**config.mk**
```make
export PLATFORM = sky130hd
export DESIGN_NAME = fm_top
export DESIGN_NICKNAME = d
export VERILOG_FILES = /design/src/fm_pkg.sv /design/src/fm_clk_div.sv /design/src/fm_mmr.sv /design/src/fm_param_store.sv /design/src/fm_timers.sv /design/src/fm_top.sv
export SDC_FILE = /design/constraint.sdc
export NUM_CORES = 1
export LEC_CHECK = 0
export CAP_MARGIN = 20
export CORE_MARGIN = 2
export CORE_UTILIZATION = 64
export CTS_CLUSTER_DIAMETER = 200
export DETAILED_ROUTE_END_ITERATION = 7
export DONT_BUFFER_PORTS = 1
export PLACE_DENSITY = 0.86
export SYNTH_ARGS = -nofsm -noshare
export SYNTH_HDL_FRONTEND = slang
export SYNTH_SLANG_ARGS = --single-unit
```
**constraint.sdc**
```tcl
create_clock -name clk -period 3.55 [get_ports clk]
set_clock_uncertainty 0.2 [all_clocks]
set_input_delay 0.355 -clock clk [delete_from_list [all_inputs] [get_ports clk]]
set_output_delay 0.355 -clock clk [all_outputs]
set_load 0.005 [all_outputs]
```
**src/fm_pkg.sv**
```systemverilog
/* fm synth control definitions */
package fm_pkg;

    // bank 0 global registers
    localparam logic [7:0] reg_testym = 8'h21;
    localparam logic [7:0] reg_clka1  = 8'h24;
    localparam logic [7:0] reg_clka2  = 8'h25;
    localparam logic [7:0] reg_clkb   = 8'h26;
    localparam logic [7:0] reg_timer  = 8'h27;
    localparam logic [7:0] reg_kon    = 8'h28;
    localparam logic [7:0] reg_clk_n6 = 8'h2D;
    localparam logic [7:0] reg_clk_n3 = 8'h2E;
    localparam logic [7:0] reg_clk_n2 = 8'h2F;

    localparam int num_ch   = 6;
    localparam int num_slot = 24;   // 4 operators per channel

    // prescaler ratio codes on div_sel
    localparam logic [1:0] div_n6 = 2'd3;
    localparam logic [1:0] div_n3 = 2'd1;
    localparam logic [1:0] div_n2 = 2'd0;

    // parameter write groups
    localparam logic [2:0] grp_dt_mul = 3'd0;   // 3xh
    localparam logic [2:0] grp_tl     = 3'd1;   // 4xh
    localparam logic [2:0] grp_ks_ar  = 3'd2;   // 5xh
    localparam logic [2:0] grp_alg_fb = 3'd3;   // b0h-b2h

    // one operator data byte, two decodings
    typedef union packed {
        struct packed {
            logic       pad;
            logic [2:0] dt;
            logic [3:0] mul;
        } dt_mul;
        struct packed {
            logic [1:0] ks;
            logic       pad;
            logic [4:0] ar;
        } ks_ar;
    } op_data_u;

    typedef struct packed {
        logic [2:0] group;
        logic [2:0] ch;     // 0..5, part 1 maps to 3..5
        logic [1:0] op;
        op_data_u   data;   // tl uses bits 6:0
    } param_wr_t;

    typedef struct packed {
        logic [2:0] dt;
        logic [3:0] mul;
        logic [6:0] tl;
        logic [1:0] ks;
        logic [4:0] ar;
        logic [2:0] alg;
        logic [2:0] fb;
        logic       keyon;
        logic [1:0] rsvd;
    } slot_param_t;

    typedef struct packed {
        logic [9:0] value_a;
        logic [7:0] value_b;
        logic       load_a;
        logic       load_b;
        logic       irq_en_a;
        logic       irq_en_b;
        logic       clr_a;
        logic       clr_b;
    } tmr_ctl_t;

endpackage

```
**src/fm_clk_div.sv**
```systemverilog
/* synth clock-enable prescaler */
`timescale 1ns/100ps

module fm_clk_div (
    input  logic       clk,
    input  logic       rst,
    input  logic [1:0] div_sel,
    output logic       clk_en
);

    logic [2:0] cnt;
    logic [2:0] reload;

    // ratio minus one, picked up only when the counter reloads
    always_comb begin
        case (div_sel)
            fm_pkg::div_n3: reload = 3'd2;
            fm_pkg::div_n2: reload = 3'd1;
            default:        reload = 3'd5;  // divide by 6
        endcase
    end

    always_ff @(posedge clk) begin
        if (rst) begin
            cnt    <= 3'd0;
            clk_en <= 1'b0;
        end else if (cnt == 3'd0) begin
            cnt    <= reload;
            clk_en <= 1'b1;     // one clk wide
        end else begin
            cnt    <= cnt - 3'd1;
            clk_en <= 1'b0;
        end
    end

endmodule

```
**src/fm_mmr.sv**
```systemverilog
/* host register decoder */
`timescale 1ns/100ps

module fm_mmr (
    input  logic                clk,
    input  logic                rst,
    input  logic                clk_en,
    input  logic                wr,
    input  logic [1:0]          addr,
    input  logic [7:0]          din,
    output logic                busy,
    output logic [1:0]          div_sel,
    output fm_pkg::param_wr_t   pw,
    output logic                pw_valid,
    output logic                kon_valid,
    output logic [2:0]          kon_ch,
    output logic [3:0]          kon_mask,
    output fm_pkg::tmr_ctl_t    tc,
    output logic                eg_stop,
    output logic                pg_stop
);

    logic [7:0] sel_reg;    // last register number written
    logic       part;
    logic       addr_wr;
    logic       data_wr;
    logic       is_param;
    logic       is_kon;
    logic [2:0] grp;
    logic [2:0] ch_idx;
    logic [2:0] kon_idx;
    logic [4:0] busy_cnt;

    // part or high bit selects channels 4 to 6
    function automatic logic [2:0] chan_num(input logic hi, input logic [1:0] lo);
        chan_num = hi ? {1'b0, lo} + 3'd3 : {1'b0, lo};
    endfunction

    assign addr_wr = wr && !addr[0];
    assign data_wr = wr && addr[0];
    assign ch_idx  = chan_num(part, sel_reg[1:0]);
    assign kon_idx = chan_num(din[2], din[1:0]);
    assign is_kon  = sel_reg == fm_pkg::reg_kon && din[1:0] != 2'b11;

    always_comb begin
        grp      = fm_pkg::grp_dt_mul;
        is_param = 1'b0;
        case (sel_reg[7:4])
            4'h3: is_param = 1'b1;
            4'h4: begin
                grp      = fm_pkg::grp_tl;
                is_param = 1'b1;
            end
            4'h5: begin
                grp      = fm_pkg::grp_ks_ar;
                is_param = 1'b1;
            end
            4'hB: begin
                grp      = fm_pkg::grp_alg_fb;
                is_param = sel_reg[3:2] == 2'b00;   // b0h..b2h only
            end
            default: is_param = 1'b0;
        endcase
        if (sel_reg[1:0] == 2'b11)
            is_param = 1'b0;    // no channel behind xx3h
    end

    always_ff @(posedge clk) begin
        if (rst) begin
            sel_reg   <= 8'h00;
            part      <= 1'b0;
            div_sel   <= fm_pkg::div_n6;
            tc        <= '0;
            eg_stop   <= 1'b0;
            pg_stop   <= 1'b0;
            pw_valid  <= 1'b0;
            kon_valid <= 1'b0;
        end else begin
            pw_valid  <= data_wr && is_param;
            kon_valid <= data_wr && is_kon;
            if (addr_wr) begin
                sel_reg <= din;
                part    <= addr[1];
            end else if (data_wr) begin
                case (sel_reg)
                    fm_pkg::reg_testym: begin
                        eg_stop <= din[5];
                        pg_stop <= din[3];
                    end
                    fm_pkg::reg_clka1: tc.value_a[9:2] <= din;
                    fm_pkg::reg_clka2: tc.value_a[1:0] <= din[1:0];
                    fm_pkg::reg_clkb:  tc.value_b      <= din;
                    fm_pkg::reg_timer: begin
                        tc.load_a   <= din[0];
                        tc.load_b   <= din[1];
                        tc.irq_en_a <= din[2];
                        tc.irq_en_b <= din[3];
                        tc.clr_a    <= din[4];
                        tc.clr_b    <= din[5];
                    end
                    fm_pkg::reg_clk_n6: div_sel <= fm_pkg::div_n6;
                    fm_pkg::reg_clk_n3: div_sel <= fm_pkg::div_n3;
                    fm_pkg::reg_clk_n2: div_sel <= fm_pkg::div_n2;
                    default: ;
                endcase
            end else if (clk_en) begin
                tc.clr_a <= 1'b0;   // clear strobes drop on the next tick
                tc.clr_b <= 1'b0;
            end
        end
    end

    // write payload, qualified by pw_valid and kon_valid
    always_ff @(posedge clk) begin
        if (data_wr) begin
            pw.group <= grp;
            pw.ch    <= ch_idx;
            pw.op    <= sel_reg[3:2];
            pw.data  <= din;
            kon_ch   <= kon_idx;
            kon_mask <= din[7:4];
        end
    end

    // busy lasts 32 synth ticks from the last data write
    always_ff @(posedge clk) begin
        if (rst) begin
            busy     <= 1'b0;
            busy_cnt <= 5'd0;
        end else if (data_wr) begin
            busy     <= 1'b1;
            busy_cnt <= 5'd0;
        end else if (clk_en && busy) begin
            if (busy_cnt == 5'd31)
                busy <= 1'b0;
            busy_cnt <= busy_cnt + 5'd1;
        end
    end

endmodule

```
**src/fm_param_store.sv**
```systemverilog
/* operator and channel parameter store */
`timescale 1ns/100ps

module fm_param_store (
    input  logic                clk,
    input  logic                rst,
    input  logic                clk_en,
    input  fm_pkg::param_wr_t   pw,
    input  logic                pw_valid,
    input  logic                kon_valid,
    input  logic [2:0]          kon_ch,
    input  logic [3:0]          kon_mask,
    output logic [4:0]          slot,
    output fm_pkg::slot_param_t slot_q
);

    logic [2:0] dt_mem  [fm_pkg::num_slot];
    logic [3:0] mul_mem [fm_pkg::num_slot];
    logic [6:0] tl_mem  [fm_pkg::num_slot];
    logic [1:0] ks_mem  [fm_pkg::num_slot];
    logic [4:0] ar_mem  [fm_pkg::num_slot];
    logic [2:0] alg_mem [fm_pkg::num_ch];
    logic [2:0] fb_mem  [fm_pkg::num_ch];
    logic [3:0] kon_mem [fm_pkg::num_ch];    // one bit per operator

    logic [4:0]          wslot;
    logic [4:0]          slot_nxt;
    fm_pkg::slot_param_t play;

    assign wslot    = {pw.ch, pw.op};   // ch*4 + op
    assign slot_nxt = (slot == 5'(fm_pkg::num_slot - 1)) ? 5'd0 : slot + 5'd1;

    always_ff @(posedge clk) begin
        if (rst) begin
            for (int i = 0; i < fm_pkg::num_slot; i++) begin
                dt_mem[i]  <= 3'd0;
                mul_mem[i] <= 4'd0;
                tl_mem[i]  <= 7'd0;
                ks_mem[i]  <= 2'd0;
                ar_mem[i]  <= 5'd0;
            end
            for (int c = 0; c < fm_pkg::num_ch; c++) begin
                alg_mem[c] <= 3'd0;
                fb_mem[c]  <= 3'd0;
                kon_mem[c] <= 4'd0;
            end
        end else begin
            if (pw_valid) begin
                case (pw.group)
                    fm_pkg::grp_dt_mul: begin
                        dt_mem[wslot]  <= pw.data.dt_mul.dt;
                        mul_mem[wslot] <= pw.data.dt_mul.mul;
                    end
                    fm_pkg::grp_tl: tl_mem[wslot] <= pw.data[6:0];
                    fm_pkg::grp_ks_ar: begin
                        ks_mem[wslot] <= pw.data.ks_ar.ks;
                        ar_mem[wslot] <= pw.data.ks_ar.ar;
                    end
                    fm_pkg::grp_alg_fb: begin
                        fb_mem[pw.ch]  <= pw.data[5:3];
                        alg_mem[pw.ch] <= pw.data[2:0];
                    end
                    default: ;
                endcase
            end
            if (kon_valid)
                kon_mem[kon_ch] <= kon_mask;
        end
    end

    // merge slot and channel fields for the slot coming up
    always_comb begin
        play       = '0;
        play.dt    = dt_mem[slot_nxt];
        play.mul   = mul_mem[slot_nxt];
        play.tl    = tl_mem[slot_nxt];
        play.ks    = ks_mem[slot_nxt];
        play.ar    = ar_mem[slot_nxt];
        play.alg   = alg_mem[slot_nxt[4:2]];
        play.fb    = fb_mem[slot_nxt[4:2]];
        play.keyon = kon_mem[slot_nxt[4:2]][slot_nxt[1:0]];
    end

    always_ff @(posedge clk) begin
        if (rst) begin
            slot   <= 5'd0;
            slot_q <= '0;
        end else if (clk_en) begin
            slot   <= slot_nxt;
            slot_q <= play;     // same-cycle write still shows old data
        end
    end

endmodule

```
**src/fm_timers.sv**
```systemverilog
/* timer a and b with irq */
`timescale 1ns/100ps

module fm_timers (
    input  logic             clk,
    input  logic             rst,
    input  logic             clk_en,
    input  fm_pkg::tmr_ctl_t tc,
    output logic             flag_a,
    output logic             flag_b,
    output logic             irq
);

    logic [9:0] cnt_a;
    logic [7:0] cnt_b;
    logic [3:0] pre_b;  // timer b ticks once per 16
    logic       ovf_a;
    logic       ovf_b;

    assign ovf_a = clk_en && tc.load_a && cnt_a == 10'h3ff;
    assign ovf_b = clk_en && tc.load_b && pre_b == 4'hf && cnt_b == 8'hff;

    always_ff @(posedge clk) begin
        if (rst) begin
            cnt_a <= 10'd0;
        end else if (!tc.load_a) begin
            cnt_a <= tc.value_a;    // held at start value while stopped
        end else if (clk_en) begin
            cnt_a <= ovf_a ? tc.value_a : cnt_a + 10'd1;
        end
    end

    always_ff @(posedge clk) begin
        if (rst) begin
            cnt_b <= 8'd0;
            pre_b <= 4'd0;
        end else if (!tc.load_b) begin
            cnt_b <= tc.value_b;
            pre_b <= 4'd0;
        end else if (clk_en) begin
            pre_b <= pre_b + 4'd1;
            if (pre_b == 4'hf)
                cnt_b <= ovf_b ? tc.value_b : cnt_b + 8'd1;
        end
    end

    // sticky flags, clear wins over a new overflow
    always_ff @(posedge clk) begin
        if (rst) begin
            flag_a <= 1'b0;
            flag_b <= 1'b0;
        end else begin
            if (tc.clr_a)
                flag_a <= 1'b0;
            else if (ovf_a && tc.irq_en_a)
                flag_a <= 1'b1;
            if (tc.clr_b)
                flag_b <= 1'b0;
            else if (ovf_b && tc.irq_en_b)
                flag_b <= 1'b1;
        end
    end

    assign irq = flag_a | flag_b;

endmodule

```
**src/fm_top.sv**
```systemverilog
/* fm synth host control top */
`timescale 1ns/100ps

module fm_top (
    input  logic                clk,
    input  logic                rst,
    input  logic                wr,
    input  logic [1:0]          addr,
    input  logic [7:0]          din,
    output logic                busy,
    output logic                eg_stop,
    output logic                pg_stop,
    output logic [4:0]          slot,
    output fm_pkg::slot_param_t slot_q,
    output logic                flag_a,
    output logic                flag_b,
    output logic                irq
);

    logic              clk_en;
    logic [1:0]        div_sel;
    fm_pkg::param_wr_t pw;
    logic              pw_valid;
    logic              kon_valid;
    logic [2:0]        kon_ch;
    logic [3:0]        kon_mask;
    fm_pkg::tmr_ctl_t  tc;

    fm_clk_div u_div (
        .clk     (clk),
        .rst     (rst),
        .div_sel (div_sel),
        .clk_en  (clk_en)
    );

    fm_mmr u_mmr (
        .clk       (clk),
        .rst       (rst),
        .clk_en    (clk_en),
        .wr        (wr),
        .addr      (addr),
        .din       (din),
        .busy      (busy),
        .div_sel   (div_sel),
        .pw        (pw),
        .pw_valid  (pw_valid),
        .kon_valid (kon_valid),
        .kon_ch    (kon_ch),
        .kon_mask  (kon_mask),
        .tc        (tc),
        .eg_stop   (eg_stop),
        .pg_stop   (pg_stop)
    );

    fm_param_store u_store (
        .clk       (clk),
        .rst       (rst),
        .clk_en    (clk_en),
        .pw        (pw),
        .pw_valid  (pw_valid),
        .kon_valid (kon_valid),
        .kon_ch    (kon_ch),
        .kon_mask  (kon_mask),
        .slot      (slot),
        .slot_q    (slot_q)
    );

    fm_timers u_timers (
        .clk    (clk),
        .rst    (rst),
        .clk_en (clk_en),
        .tc     (tc),
        .flag_a (flag_a),
        .flag_b (flag_b),
        .irq    (irq)
    );

endmodule

```
==> run metrics <==
status=finished, violations left; failing checks=DRC, setup timing; CP Launch Type=flip-flop; Yosys Warn Count=0; Skew-Pair Late Insertion Delay=680 ps; Avg Vias per Cell=between 6 and 7; post-synth top area share=0.574; via count=28700; HP Start=rst; initial antenna violation count=3; critical path type=flip-flop to flip-flop; worst-path maximum fanout=128; Initial Util=0.651; crit path from=u_store.slot[0]$_SDFFE_PP0P_; final instance area=0.0448 mm2; most frequent cells in the layout=edfxtp_1, and2_1, nor2_1, o21ai_0, nand2_1; Fill cells=between 3000 and 4000; die area=roughly 0.065 mm2; Initial DRT Pass Iterations=8; layout cells sized above 1=0.135; Area Overhead vs Synth=11.2%; Die X=between 200 and 300 um; Async SR Flop Fraction=0; Final Hold Vio Count=0; Critical Path AT=3860 ps; RSZ-0062 raised after global routing=false; setup slack, reg-to-reg=-7 ps; Clock Sink Count=876; GPL Wtd Cong=0.932; Worst IR Drop VDD=617 uV; max reg flops=224; GR Overflow Total=0; Final Util=0.723; Root Driver=clkbuf_16; placed cell areas=between 0.04 and 0.05 mm2; Pins Over Slew Limit=0; reg2reg path depth=7; Cell variety after synth=75; clock buffer depth=3; r2r endpoint=u_store.slot_q[12]$_SDFFE_PP0P_; wire per inst=26.8 um; Max Cap Violations=0; worst hold slack=9.33 ps; routed wire length=about 110000 um; Avg Cell Area, Syn=about 12 um2; post-synthesis instance area=0.0403 mm2; cells after synthesis=3293; Worst Path Required=between 3000 and 4000 ps; Final Setup Violations=1; PnR worst setup slack=-7.08 ps; static leakage=15.7 nW; final net count=around 3300; period utilisation layout=1.00; CTS Buf Count=87; Worst setup EP type=flip-flop; Detail Route Antenna Nets=0; DRC=11; launching point of the worst reg2reg path=u_store.slot[0]$_SDFFE_PP0P_; Largest Register=u_store.tl_mem; worst min path class=input port to flip-flop; vias in the first global route=28000; htree depth=3; core area=slightly above 0.06 mm2; Top Registers=u_store.tl_mem (224), u_store.ar_mem (160), u_store.mul_mem (128); Worst slew margin=0.397; Final Critical Period=3560 ps; Top FF cell, synth=edfxtp_1; crit path to=u_store.slot_q[12]$_SDFFE_PP0P_; PD cells=532 mW/mm2; CTS clock-pin slew for the worst setup and hold paths=60 ps; Die Ht=around 250 um; TritonCTS clock tree=built; placed cells=4022; gr usage total=0.346; final HPWL from detailed placement=roughly 70000 um; fmax=281 MHz; I/O pin total=54; Worst-Margin Slew=905 ps; sequential share of the synthesized area=0.626; most common cell after layout, fill and taps aside=edfxtp_1; first-pass GRT wire length=167000 um; Total Power=23.9 mW; Post-synth EDFFs=a little under 800; row count=91; PortBufs=0; Final Instance Count excl. Fillers=4202; PostCTS Resize Cnt=0; pin count of the biggest net entering global routing=~190; area leader, netlist=edfxtp_1; flops & latches, synth=~880; top post-synthesis cells by area=edfxtp_1, and2_1, dfxtp_1; initial detailed-routing violation count=between 4000 and 5000
-- worst max-delay path, cell delays in order (launching register included) --
cell and delay [ps]:
dfxtp_4 400, buf_12 490, nand3_1 620, buf_4 370, o221ai_1 240, a21oi_1 120
o311ai_0 660, a31oi_1 180
-- Yosys cell counts (all sizes together) (33+ instances only) --
cell type  count
a21oi        109
a221o         34
and2         532
buf           72
clkbuf       188
dfxtp        106
edfxtp       770
inv           75
mux2i        136
nand2        143
nand2b        57
nand3         46
nand3b        33
nor2         225
o211ai        55
o21ai        156
o221ai        76
or2           78
-- timing repair --
| action | CTS | global route |
|---|---|---|
| hold buffers | 15 | 0 |
| setup buffers | 0 | 0 |
| endpoints found under the hold margin | 681 | 0 |
-- power by group --
group          internal, mW  total, mW  switching (mW)
Sequential             11.5       11.7           0.230
Clock                  5.53       9.54            4.01
Combinational         0.858       2.61            1.75
-- cells by family after synthesis --
family	after synthesis	synth area share
multiplexers	189	0.0545
buffers and inverters	335	0.0335
AO/OA/AOI/OAI	642	0.111
AND/OR/NAND/NOR	1222	0.167
flip-flops	876	0.626
adder cells (fa/ha/maj)	15	0.00460
XOR/XNOR	13	0.00301
other	1	0.0000931
-- metrics by stage --
step | TNS, ps | worst slack (ps)
after detailed placement | 0 | 237
after CTS | 0 | 196
after floorplan | 0 | 899
final | -7.08 | -7.08
after global placement | 0 | 433
after global routing | 0 | 55.0
-- per-layer routing --
layer	track usage	routed length, um	up-vias
li1	-	-	12100
met1	0.442	37900	13600
met2	0.537	51300	2347
met3	0.0991	16200	538
met4	0.194	6960	4
met5	0	52	-
-- layout make-up --
cell class                      instances  area, um2  share of cell area
Antenna cell                            1       2.50           0.0000559
Clock buffer                          111       2400              0.0535
Clock inverter                         53        577              0.0129
Inverter                               75        282             0.00628
Multi-Input combinational cell       2083      13800               0.307
Sequential cell                       876      25200               0.564
Tap cell                              837       1050              0.0234
Timing Repair Buffer                  166       1480              0.0330
-- worst min path at each step --
stage | endpoint | depth (start not counted)
6_report | u_mmr.eg_stop$_SDFFE_PP0P_ | 2
5_1_grt | u_div.cnt[1]$_SDFF_PP0_ | 2
4_1_cts | u_timers.cnt_a[5]$_SDFFE_PP0P_ | 2
3_5_place_dp | u_timers.flag_a$_SDFFE_PP0P_ | 1
3_3_place_gp | u_timers.flag_b$_SDFFE_PP0P_ | 1
2_1_floorplan | u_timers.flag_b$_SDFFE_PP0P_ | 1
(Power assumes the default switching activity.)
